$ cat config.mk
export PLATFORM = sky130hd
export DESIGN_NAME = uart_apb_periph
export DESIGN_NICKNAME = d
export VERILOG_FILES = /design/src/common/uart_pkg.sv /design/src/hdl/baud_tick_gen.sv /design/src/hdl/byte_fifo.sv /design/src/hdl/uart_apb_periph.sv /design/src/hdl/uart_apb_regs.sv /design/src/uart/uart_rx.sv /design/src/uart/uart_tx.sv
export SDC_FILE = /design/constraint.sdc
export NUM_CORES = 1
export LEC_CHECK = 0
export ABC_AREA = 1
export BUFFER_PORTS_ARGS = -buffer_cell sky130_fd_sc_hd__buf_2
export CORE_MARGIN = 3
export CORE_UTILIZATION = 52
export DETAILED_ROUTE_END_ITERATION = 10
export GPL_TIMING_DRIVEN = 0
export PLACE_DENSITY = 0.76
export SYNTH_ARGS = -nofsm -noshare
export SYNTH_HDL_FRONTEND = slang
export SYNTH_SLANG_ARGS = --single-unit
$ cat constraint.sdc
create_clock -name clk -period 2.04 [get_ports clk]
set_input_delay 0.408 -clock clk [delete_from_list [all_inputs] [get_ports clk]]
set_output_delay 0.408 -clock clk [all_outputs]
set_load 0.02 [all_outputs]
$ cat src/common/uart_pkg.sv
package uart_pkg;

    // clock and bit rate
    localparam int CLK_HZ     = 10_000_000;
    localparam int BAUD       = 125_000;
    localparam int OVERSAMPLE = 16;                  // ticks per bit
    localparam int BAUD_DIV   = CLK_HZ / (BAUD * OVERSAMPLE);
    localparam int DIV_W      = $clog2(BAUD_DIV);
    localparam logic [DIV_W-1:0] DIV_LAST = DIV_W'(BAUD_DIV - 1);

    // tick and bit counters inside a frame
    localparam int TICK_W = $clog2(OVERSAMPLE);
    localparam logic [TICK_W-1:0] TICK_LAST = TICK_W'(OVERSAMPLE - 1);
    localparam logic [TICK_W-1:0] TICK_MID  = TICK_W'(OVERSAMPLE / 2 - 1);

    // byte fifo
    localparam int DATA_W     = 8;
    localparam int FIFO_AW    = 2;
    localparam int FIFO_DEPTH = 2 ** FIFO_AW;
    localparam int BIT_W      = $clog2(DATA_W);
    localparam logic [BIT_W-1:0] BIT_LAST = BIT_W'(DATA_W - 1);

    // register index, paddr[3:2]
    localparam logic [1:0] ADDR_TXD  = 2'd0;
    localparam logic [1:0] ADDR_RXD  = 2'd1;
    localparam logic [1:0] ADDR_TXSR = 2'd2;
    localparam logic [1:0] ADDR_RXSR = 2'd3;

    // frame states, shared by transmitter and receiver
    localparam logic [1:0] ST_IDLE  = 2'd0;
    localparam logic [1:0] ST_START = 2'd1;
    localparam logic [1:0] ST_DATA  = 2'd2;
    localparam logic [1:0] ST_STOP  = 2'd3;

endpackage

$ cat src/hdl/baud_tick_gen.sv
module baud_tick_gen (
    input  logic clk,
    input  logic reset,
    output logic tick
);

    logic [uart_pkg::DIV_W-1:0] cnt;

    // one tick per BAUD_DIV clocks, 16 per bit
    always_ff @(posedge clk or posedge reset) begin
        if (reset) begin
            cnt  <= '0;
            tick <= 1'b0;
        end else begin
            if (cnt == uart_pkg::DIV_LAST) begin
                cnt  <= '0;
                tick <= 1'b1;
            end else begin
                cnt  <= cnt + 1'b1;
                tick <= 1'b0;
            end
        end
    end

endmodule

$ cat src/hdl/byte_fifo.sv
module byte_fifo (
    input  logic                        clk,
    input  logic                        reset,
    input  logic                        push,
    input  logic                        pop,
    input  logic [uart_pkg::DATA_W-1:0] wdata,
    output logic [uart_pkg::DATA_W-1:0] rdata,
    output logic                        full,
    output logic                        empty
);

    logic [uart_pkg::DATA_W-1:0]  mem [uart_pkg::FIFO_DEPTH];
    logic [uart_pkg::FIFO_AW-1:0] wr_ptr, rd_ptr;
    logic [uart_pkg::FIFO_AW-1:0] wr_ptr_next, rd_ptr_next;
    logic                         full_next, empty_next;
    logic                         do_push, do_pop;

    assign do_push = push && !full;   // push when full is dropped
    assign do_pop  = pop && !empty;

    always_ff @(posedge clk) begin
        if (do_push) begin
            mem[wr_ptr] <= wdata;
        end
    end

    assign rdata = mem[rd_ptr];   // head shown without latency

    always_comb begin
        wr_ptr_next = wr_ptr;
        rd_ptr_next = rd_ptr;
        full_next   = full;
        empty_next  = empty;
        if (do_push) begin
            wr_ptr_next = wr_ptr + 1'b1;
        end
        if (do_pop) begin
            rd_ptr_next = rd_ptr + 1'b1;
        end
        // simultaneous push and pop keeps the level
        if (do_push && !do_pop) begin
            empty_next = 1'b0;
            full_next  = (wr_ptr_next == rd_ptr);
        end else if (do_pop && !do_push) begin
            full_next  = 1'b0;
            empty_next = (rd_ptr_next == wr_ptr);
        end
    end

    always_ff @(posedge clk or posedge reset) begin
        if (reset) begin
            wr_ptr <= '0;
            rd_ptr <= '0;
            full   <= 1'b0;
            empty  <= 1'b1;
        end else begin
            wr_ptr <= wr_ptr_next;
            rd_ptr <= rd_ptr_next;
            full   <= full_next;
            empty  <= empty_next;
        end
    end

    a_flags_exclusive: assert property (
        @(posedge clk) disable iff (reset)
        !(full && empty)
    );

    // flags agree with the pointer compare
    a_flags_match_ptrs: assert property (
        @(posedge clk) disable iff (reset)
        (full || empty) == (wr_ptr == rd_ptr)
    );

endmodule

$ cat src/hdl/uart_apb_periph.sv
module uart_apb_periph (
    input  logic        clk,
    input  logic        reset,
    input  logic [3:0]  paddr,
    input  logic        psel,
    input  logic        penable,
    input  logic        pwrite,
    input  logic [31:0] pwdata,
    output logic [31:0] prdata,
    output logic        pready,
    input  logic        rx,
    output logic        tx
);

    logic                       tick;
    logic                       tx_full, tx_empty, rx_full, rx_empty;
    logic                       tx_push, tx_pop, rx_push, rx_pop;
    logic [uart_pkg::DATA_W-1:0] tx_byte, tx_head, rx_byte, rx_head;

    uart_apb_regs u_regs (
        .clk     (clk),
        .reset   (reset),
        .paddr   (paddr),
        .psel    (psel),
        .penable (penable),
        .pwrite  (pwrite),
        .pwdata  (pwdata),
        .prdata  (prdata),
        .pready  (pready),
        .tx_full (tx_full),
        .tx_empty(tx_empty),
        .rx_full (rx_full),
        .rx_empty(rx_empty),
        .rx_head (rx_head),
        .tx_push (tx_push),
        .rx_pop  (rx_pop),
        .tx_byte (tx_byte)
    );

    byte_fifo u_tx_fifo (
        .clk(clk), .reset(reset), .push(tx_push), .pop(tx_pop), .wdata(tx_byte),
        .rdata(tx_head), .full(tx_full), .empty(tx_empty)
    );

    byte_fifo u_rx_fifo (
        .clk(clk), .reset(reset), .push(rx_push), .pop(rx_pop), .wdata(rx_byte),
        .rdata(rx_head), .full(rx_full), .empty(rx_empty)
    );

    baud_tick_gen u_baud (.clk(clk), .reset(reset), .tick(tick));

    uart_tx u_uart_tx (
        .clk(clk), .reset(reset), .tick(tick), .start(!tx_empty), .data(tx_head),
        .tx(tx), .tx_pop(tx_pop)
    );

    uart_rx u_uart_rx (
        .clk(clk), .reset(reset), .tick(tick), .rx(rx),
        .rx_byte(rx_byte), .rx_push(rx_push)
    );

endmodule

$ cat src/hdl/uart_apb_regs.sv
module uart_apb_regs (
    input  logic                        clk,
    input  logic                        reset,
    input  logic [3:0]                  paddr,
    input  logic                        psel,
    input  logic                        penable,
    input  logic                        pwrite,
    input  logic [31:0]                 pwdata,
    output logic [31:0]                 prdata,
    output logic                        pready,
    input  logic                        tx_full,
    input  logic                        tx_empty,
    input  logic                        rx_full,
    input  logic                        rx_empty,
    input  logic [uart_pkg::DATA_W-1:0] rx_head,
    output logic                        tx_push,
    output logic                        rx_pop,
    output logic [uart_pkg::DATA_W-1:0] tx_byte
);

    logic [1:0] idx;
    logic       access;

    assign idx    = paddr[3:2];
    assign access = psel && penable;

    // one wait state, pready in the second access cycle only
    always_ff @(posedge clk or posedge reset) begin
        if (reset) begin
            pready <= 1'b0;
        end else begin
            pready <= access && !pready;
        end
    end

    // side effects land in the completing cycle
    assign tx_push = pready && access && pwrite && (idx == uart_pkg::ADDR_TXD);
    assign rx_pop  = pready && access && !pwrite && (idx == uart_pkg::ADDR_RXD) && !rx_empty;
    assign tx_byte = pwdata[uart_pkg::DATA_W-1:0];

    always_comb begin
        prdata = '0;
        if (access && !pwrite) begin
            case (idx)
                uart_pkg::ADDR_RXD: begin
                    if (!rx_empty) begin
                        prdata[uart_pkg::DATA_W-1:0] = rx_head;
                    end
                end
                uart_pkg::ADDR_TXSR: prdata[1:0] = {tx_full, tx_empty};
                uart_pkg::ADDR_RXSR: prdata[1:0] = {rx_full, rx_empty};
                default: prdata = '0;     // txd is write only
            endcase
        end
    end

    // master must drop to setup or idle after each completed transfer
    a_access_ends: assert property (
        @(posedge clk) disable iff (reset)
        (pready && access) |=> !penable
    );

endmodule

$ cat src/uart/uart_rx.sv
module uart_rx (
    input  logic                        clk,
    input  logic                        reset,
    input  logic                        tick,
    input  logic                        rx,
    output logic [uart_pkg::DATA_W-1:0] rx_byte,
    output logic                        rx_push
);

    logic                        rx_s1, rx_s2, rx_d;
    logic [1:0]                  state;
    logic [uart_pkg::TICK_W-1:0] tick_cnt;
    logic [uart_pkg::BIT_W-1:0]  bit_cnt;
    logic [uart_pkg::DATA_W-1:0] shreg;
    logic                        bit_end, mid_start;

    assign bit_end   = tick && (tick_cnt == uart_pkg::TICK_LAST);
    assign mid_start = tick && (tick_cnt == uart_pkg::TICK_MID);
    assign rx_byte   = shreg;

    // two-flop sync plus a delayed copy for edge detect
    always_ff @(posedge clk or posedge reset) begin
        if (reset) begin
            rx_s1 <= 1'b1;
            rx_s2 <= 1'b1;
            rx_d  <= 1'b1;
        end else begin
            rx_s1 <= rx;
            rx_s2 <= rx_s1;
            rx_d  <= rx_s2;
        end
    end

    always_ff @(posedge clk or posedge reset) begin
        if (reset) begin
            state    <= uart_pkg::ST_IDLE;
            tick_cnt <= '0;
            bit_cnt  <= '0;
            rx_push  <= 1'b0;
        end else begin
            rx_push <= 1'b0;
            if (tick) begin
                tick_cnt <= tick_cnt + 1'b1;
            end
            case (state)
                uart_pkg::ST_IDLE: begin
                    tick_cnt <= '0;
                    // falling edge only, a low line after a bad stop is ignored
                    if (rx_d && !rx_s2) begin
                        state <= uart_pkg::ST_START;
                    end
                end
                uart_pkg::ST_START: begin
                    if (mid_start) begin
                        tick_cnt <= '0;
                        bit_cnt  <= '0;
                        state    <= rx_s2 ? uart_pkg::ST_IDLE : uart_pkg::ST_DATA;
                    end
                end
                uart_pkg::ST_DATA: begin
                    if (bit_end) begin   // mid-point of data bit
                        shreg <= {rx_s2, shreg[uart_pkg::DATA_W-1:1]};
                        if (bit_cnt == uart_pkg::BIT_LAST) begin
                            state <= uart_pkg::ST_STOP;
                        end else begin
                            bit_cnt <= bit_cnt + 1'b1;
                        end
                    end
                end
                default: begin
                    if (bit_end) begin
                        rx_push <= rx_s2;   // bad stop bit drops the byte
                        state   <= uart_pkg::ST_IDLE;
                    end
                end
            endcase
        end
    end

endmodule

$ cat src/uart/uart_tx.sv
module uart_tx (
    input  logic                        clk,
    input  logic                        reset,
    input  logic                        tick,
    input  logic                        start,
    input  logic [uart_pkg::DATA_W-1:0] data,
    output logic                        tx,
    output logic                        tx_pop
);

    logic [1:0]                  state;
    logic [uart_pkg::TICK_W-1:0] tick_cnt;
    logic [uart_pkg::BIT_W-1:0]  bit_cnt;
    logic [uart_pkg::DATA_W-1:0] shreg;
    logic                        bit_end;

    assign bit_end = tick && (tick_cnt == uart_pkg::TICK_LAST);
    assign tx_pop  = (state == uart_pkg::ST_STOP) && bit_end;   // head is done

    always_ff @(posedge clk or posedge reset) begin
        if (reset) begin
            state    <= uart_pkg::ST_IDLE;
            tick_cnt <= '0;
            bit_cnt  <= '0;
            tx       <= 1'b1;
        end else begin
            if (state == uart_pkg::ST_IDLE) begin
                tick_cnt <= '0;
            end else if (tick) begin
                tick_cnt <= bit_end ? '0 : tick_cnt + 1'b1;
            end
            case (state)
                uart_pkg::ST_IDLE: begin
                    if (start && tick) begin   // frame aligned to a tick
                        state <= uart_pkg::ST_START;
                        shreg <= data;
                        tx    <= 1'b0;
                    end
                end
                uart_pkg::ST_START: begin
                    if (bit_end) begin
                        state   <= uart_pkg::ST_DATA;
                        bit_cnt <= '0;
                        tx      <= shreg[0];
                    end
                end
                uart_pkg::ST_DATA: begin
                    if (bit_end) begin
                        shreg <= shreg >> 1;
                        if (bit_cnt == uart_pkg::BIT_LAST) begin
                            state <= uart_pkg::ST_STOP;
                            tx    <= 1'b1;
                        end else begin
                            bit_cnt <= bit_cnt + 1'b1;
                            tx      <= shreg[1];     // lsb first
                        end
                    end
                end
                default: begin
                    if (bit_end) begin
                        state <= uart_pkg::ST_IDLE;
                    end
                end
            endcase
        end
    end

    a_idle_mark: assert property (
        @(posedge clk) disable iff (reset)
        (state == uart_pkg::ST_IDLE) |-> tx
    );

endmodule

* Yosys cells after proc, flatten, opt, wreduce, memory -nomap -nowiden
Memories as Yosys holds them, arrays and structs flattened. Index checks and enable logic that the tools add are counted.
Storage, ports and cells: flip-flop bits (word level) 56, bits in latches 0, RAM bits 64, ROM bits 0, input bits 42, output and inout port bits 34, logic and storage cells 177, memories 2
Memory list:
- u_rx_fifo.mem | words 4, width 8, rd ports 1, clocked after Yosys merged registers in 0, wr ports 1, RTL line byte_fifo.sv:12 | logic [uart_pkg::DATA_W-1:0] mem [uart_pkg::FIFO_DEPTH];
- u_tx_fifo.mem | words 4, width 8, rd ports 1, clocked after Yosys merged registers in 0, wr ports 1, RTL line byte_fifo.sv:12
Operators by class: $add $sub $neg 9, multiply operators 0, div/mod/pow operators 0, magnitude comparators 0, eq/ne operators 28, shift-type cells 0, muxes and demuxes 59, bitwise gates (word level) 1, reductions and logical operators 54
Operators with widths (number):
- two-way mux 8 bit | 4
- two-way mux 2 bit | 15
- logical AND 1 bit | 23
- two-way mux 3 bit | 7
- two-way mux 4 bit | 5
- two-way mux 1 bit | 19
- one-hot mux 2 bit (3 select lines) | 3
- one-hot mux 8 bit (2 select lines) | 1
- AND reduction 4 bit | 4
- != test 2 x 1 -> 1 bit (second input constant) | 7
- nonzero test 2 bit | 7
- one-hot mux 3 bit (2 select lines) | 2
- logical NOT 1 bit | 11
- == test 2 bit (second input constant) | 5
- AND reduction 5 bit | 2
- adder 3 x 1 -> 3 bit (second input constant) | 3
- == test 3 bit (second input constant) | 3
- adder 2 x 1 -> 2 bit (second input constant) | 4
- adder 4 x 1 -> 4 bit (second input constant) | 2
- == test 2 bit | 4
- == test 4 bit (second input constant) | 2
- one-hot mux 4 bit (2 select lines) | 1
- == test 2 x 1 -> 1 bit (second input constant) | 3
- logical NOT 2 bit | 3
- 8 further kinds | 11

* Depth between registers and ports, before layout
word-level depth 10, mapped depth 11, depth with buffers taken out 11

* By module
Synthesis repeated with hierarchy kept, for this count alone.
Second synthesis, totals: cell total of the unflattened synthesis 579, area, all modules 5911.9 µm²
By module, submodules not included:
- byte_fifo | times used 2, cells each 143, area each 1652.8 µm², seq. area each 1112.3 µm²
- uart_tx | times used 1, cells each 122, area each 1032.2 µm², seq. area each 491.7 µm²
- uart_rx | times used 1, cells each 85, area each 918.4 µm², seq. area each 569.3 µm²
- uart_apb_regs | times used 1, cells each 69, area each 481.7 µm², seq. area each 25.0 µm²
- baud_tick_gen | times used 1, cells each 16, area each 170.2 µm², seq. area each 100.1 µm²
- uart_apb_periph | times used 1, cells each 1, area each 3.8 µm², seq. area each 0.0 µm²

* Least setup slack after synthesis
OpenSTA, ideal clock, no wires.
kind register -> register, start point register u_uart_tx.state[0], end point register u_uart_tx.shreg[0] (netlist bit) (enable), setup time 0.383 ns, arrival 1.566 ns, data required time 1.657 ns, slack 0.091 ns, cell stages (with the launch flop) 6, clock period less this slack 1.949 ns, path through dfrtp_1 inv_1 ha_1 inv_1 o21ai_0 nor3_1
Between the ends: longest elaborated chain between the ends 3, elaborated cells on any way between the ends 6, those cells by class 3 x eq/ne; 3 x reduce/logical
RTL lines:
- start, declared | RTL line uart_tx.sv:11 | logic [1:0] state;
- start signal, assigned | RTL line uart_tx.sv:22 | state <= uart_pkg::ST_IDLE;
- start signal, assigned | RTL line uart_tx.sv:35 | state <= uart_pkg::ST_START;
- start signal, assigned | RTL line uart_tx.sv:42 | state <= uart_pkg::ST_DATA;
- == test 2 bit / logical NOT 2 bit (equally long branches) | RTL line uart_tx.sv:32 | case (state)
- != test 2 x 1 -> 1 bit (no line) (tied with other cells)
- AND reduction 4 bit (no line) (*)
- end signal, assigned | RTL line uart_tx.sv:36 | shreg <= data;
- end signal, assigned | RTL line uart_tx.sv:49 | shreg <= shreg >> 1;
- end, declared | RTL line uart_tx.sv:14 | logic [uart_pkg::DATA_W-1:0] shreg;
Mark *: on every way between the ends. The rest lies on a longest branch, timed or not. A chain may end at the register's enable or synchronous reset.

* Final worst setup path
start point register u_rx_fifo.rd_ptr[0] (netlist bit), end point output port prdata[7]
Between the ends: longest elaborated chain between the ends 4
RTL lines:
- start, declared | RTL line byte_fifo.sv:13 | logic [uart_pkg::FIFO_AW-1:0] wr_ptr, rd_ptr;
- start signal, assigned | RTL line byte_fifo.sv:58 | rd_ptr <= rd_ptr_next;
- memory read (4 x 8 bit)
- two-way mux 8 bit | RTL line uart_apb_regs.sv:46 | if (!rx_empty) begin
- two-way mux 6 bit | RTL line uart_apb_regs.sv:44 | case (idx)
- two-way mux 8 bit | RTL line uart_apb_regs.sv:43 | if (access && !pwrite) begin
- end, declared | RTL line uart_apb_periph.sv:9 | output logic [31:0] prdata,
No other way between the ends.

==> results.md <==
* Status: finished with violations
* Failing checks: negative setup slack
* DRC at 0
* RSZ-0062 raised after global routing: yes
* PortBufs at 25
* Leakage power at 0.00281 uW
* Core area at 10000 sq um
* Post-DP HPWL at 6.86 mm
* EDFF count, synth at 80
* Gr busiest metal: met2
* Antenna diode count at 0
* Number of H-tree levels at 4
* Final setup viols at 8
* Clock Latency Late Sink at 0.51 ns
* Gate power share at 8.2%
* Wire length per cell at 14.5 microns
* FP Rows at 36
* FF-to-FF setup slack at 0.17 ns
* Sequential power share at 45.7%
* Pre-Repair DR Iteration Count at 5
* Worst endpoint required time at 1.63 ns
* Sequential element share of the synthesized area at 62.2%
* Most common cell after layout, fill and taps aside: nor2_1
* Initial Util at 54.8%
* Clock slew at reported path FFs at 0.06 ns
* Cell Pwr Density at 902 nW/um^2
* Final period util at 109%
* Syn avg cell area at 10.5 sq um
* GR Util met3 at 5.80%
* Routability congestion estimate at 0.789
* Worst Hold Endpoint: u_tx_fifo.mem[2][5]
* Final slew viol count at 0
* Min-delay worst type: in2reg
* Min Tclk post-route at 2.22 ns
* # Max-Cap Violations at 0
* CP max FO at 4
* Worst Tran Pin Value at 0.857 ns
* Die ar. at 11800 sq um
* Root Buffer: clkbuf_8
* Num CTS Buffers at 17
* Internal at 4560 uW
* Crit path DAT at 1.81 ns
* Most frequent cells in the layout: 103 x nor2_1, 80 x edfxtp_1, 59 x nand2_1, 50 x inv_1, 36 x buf_4
* Routed vias at 3822
* Vias per cell at 5.13
* Fin util at 65.9%
* Cell Area, Placed at 5860 sq um
* Reg2reg path depth at 6
* Warnings, synthesis at 0
* ANT nets after route at 0
* Die Span X at 109 microns
* Cells after Synth at 524
* M2 GR Usage at 32.4%
* CTS tree: done
* Sw Share at 23.3%
* Slew margin rel. at 42.6%
* FF+latch count, synth at 120
* Clock Path Buffers at 2
* Worst hold start: pwdata[5]
* PnR worst setup slack at -0.180 ns
* Yosys cell types at 35
* Global-route wire length before repair at 17.6 mm
* TritonCTS Sinks at 120
* Worst VDD drop at 0.650 mV
* Fin. Hold Viols at 0
* Final Cell Area at 6590 sq um
* Fin nets at 663
* Clk_skew at 0.00574 ns
* Layout Area Growth over Synthesis at 20.1%
* CP endpoint kind: output port
* Worst r2r src: u_uart_tx.state[0]
* GR Layer Usage met1 at 24.9%
* Post-Syn Area at 5480 sq um
* Fraction of layout cells with a size suffix above 1 at 20.3%
* Achievable frequency at 0.450 GHz
* Initial antenna violation count at 0
* IO Pins at 76
* Congestion Overflow GR at 0
* Initial DRC count at 249
* Largest net degree at the start of global routing at 41
* Startpoint types: flop
* Post-detailed-routing wire length at 10.8 mm
* Die Y at 109 microns
* WHS Path Cells at 1
* Main synth FF type: edfxtp_1
* Setup Total Neg Slack at -0.843 ns
* Net Sw Power at 1390 uW
* Post-synth ARST share at 33.3%
* CP Class: reg2out
* Vias in the first global route at 3652
* R2R Path End: u_uart_tx.shreg[2]
* Gr usage total at 19.8%
* Clock network fraction of design power at 46.0%
-- sequential cells by signal (all words and copies together) (netlist names), 2 cells and up --
name,count
u_rx_fifo.mem,32
u_tx_fifo.mem,32
u_uart_rx.rx_byte,8
u_uart_tx.shreg,8
u_uart_rx.tick_cnt,4
u_uart_tx.tick_cnt,4
u_baud.cnt,3
u_uart_rx.bit_cnt,3
u_uart_tx.bit_cnt,3
u_rx_fifo.rd_ptr,2
u_rx_fifo.wr_ptr,2
u_tx_fifo.rd_ptr,2
u_tx_fifo.wr_ptr,2
u_uart_rx.state,2
u_uart_tx.state,2
-- cell usage after synthesis, types with 4 or more instances --
cell type	instances	area share, %
edfxtp_1	80	44
a21oi_1	15	1.4
nand3_1	16	1.5
nand2_1	60	4.1
buf_2	4	0.37
nor2_1	110	7.5
clkbuf_1	5	0.34
dfstp_2	6	2.9
buf_4	25	3.4
ha_1	22	5.0
o21ai_0	47	4.3
xor2_1	4	0.64
nor3_1	5	0.46
dfrtp_1	34	16
nand4_1	5	0.57
inv_1	52	3.6
a31oi_1	7	0.80
-- metal layers --
layer  up-vias  share of wire [%]  wire (microns)
met1      1812                 43            4630
met2       132                 49            5340
li1       1868                  -               -
met3        10                6.7             721
met4         0               0.94             102
met5         -                  0               0
-- kinds of logic after synthesis --
family	count (synthesis)	share of synthesized area, %
buffers and inverters	89	7.89
other	1	0.0684
flip-flops	120	62.2
adder cells (fa/ha/maj)	22	5.02
AO/OA/AOI/OAI	83	8.49
XOR/XNOR	6	0.958
AND/OR/NAND/NOR	203	15.4
-- cell type report --
cell class | instances | area, sq um
clock buffer | 18 | 418
tap | 133 | 166
multi-input combinational | 338 | 1780
sequential | 120 | 3410
clock inverter | 14 | 133
buffer | 34 | 256
fill | 745 | 3410
inverter | 55 | 211
timing repair buffer | 33 | 213
-- how the worst max path moves through the flow --
stage,cells past startpoint,end,slack [ns],startpoint
floorplan,5,u_uart_tx.shreg[0],0.09,u_uart_tx.state[0]
global placement,5,u_uart_tx.shreg[6],-0.32,u_uart_tx.state[0]
detailed placement,5,u_uart_tx.shreg[5],-0.40,u_uart_tx.state[0]
CTS,6,prdata[1],-0.13,u_rx_fifo.rd_ptr[1]
global route,6,prdata[1],-0.23,u_rx_fifo.rd_ptr[0]
finish,7,prdata[7],-0.18,u_rx_fifo.rd_ptr[0]
-- power groups by stage --
stage	Clock (uW)	Sequential (uW)	Combinational [uW]
after floorplan	0	2750	321
after global placement	0	2750	401
after detailed placement	0	2760	419
after CTS	2780	2710	453
after global routing	2920	2730	547
final	2740	2720	490
-- per-stage QoR --
stage	setup slack [ns]	total power, uW	hold WS, ns	instances
2_1_floorplan	0.0909	3070	0.345	547
3_3_place_gp	-0.316	3150	0.346	705
3_5_place_dp	-0.404	3180	0.351	705
4_1_cts	-0.135	5950	0.0766	738
5_1_grt	-0.227	6190	0.0876	745
6_report	-0.180	5940	0.106	745
-- timing repair --
item / CTS / global route
buffers inserted: 0 / 6
hold buffers: 1 / 0
pin swaps: 0 / 5
endpoints found under the hold margin: 1 / 0
resized for setup: 26 / 21
gates cloned: 0 / 1
endpoints found under the setup margin: 24 / 52
-- worst max-delay path: stages (launching register included) --
cell	delay, ns
dfrtp_2	0.40
buf_2	0.19
buf_4	0.13
nor2_1	0.04
nor2_1	0.09
o21ai_0	0.10
a21oi_1	0.18
buf_4	0.17
Power figures use the tool's default switching activity.
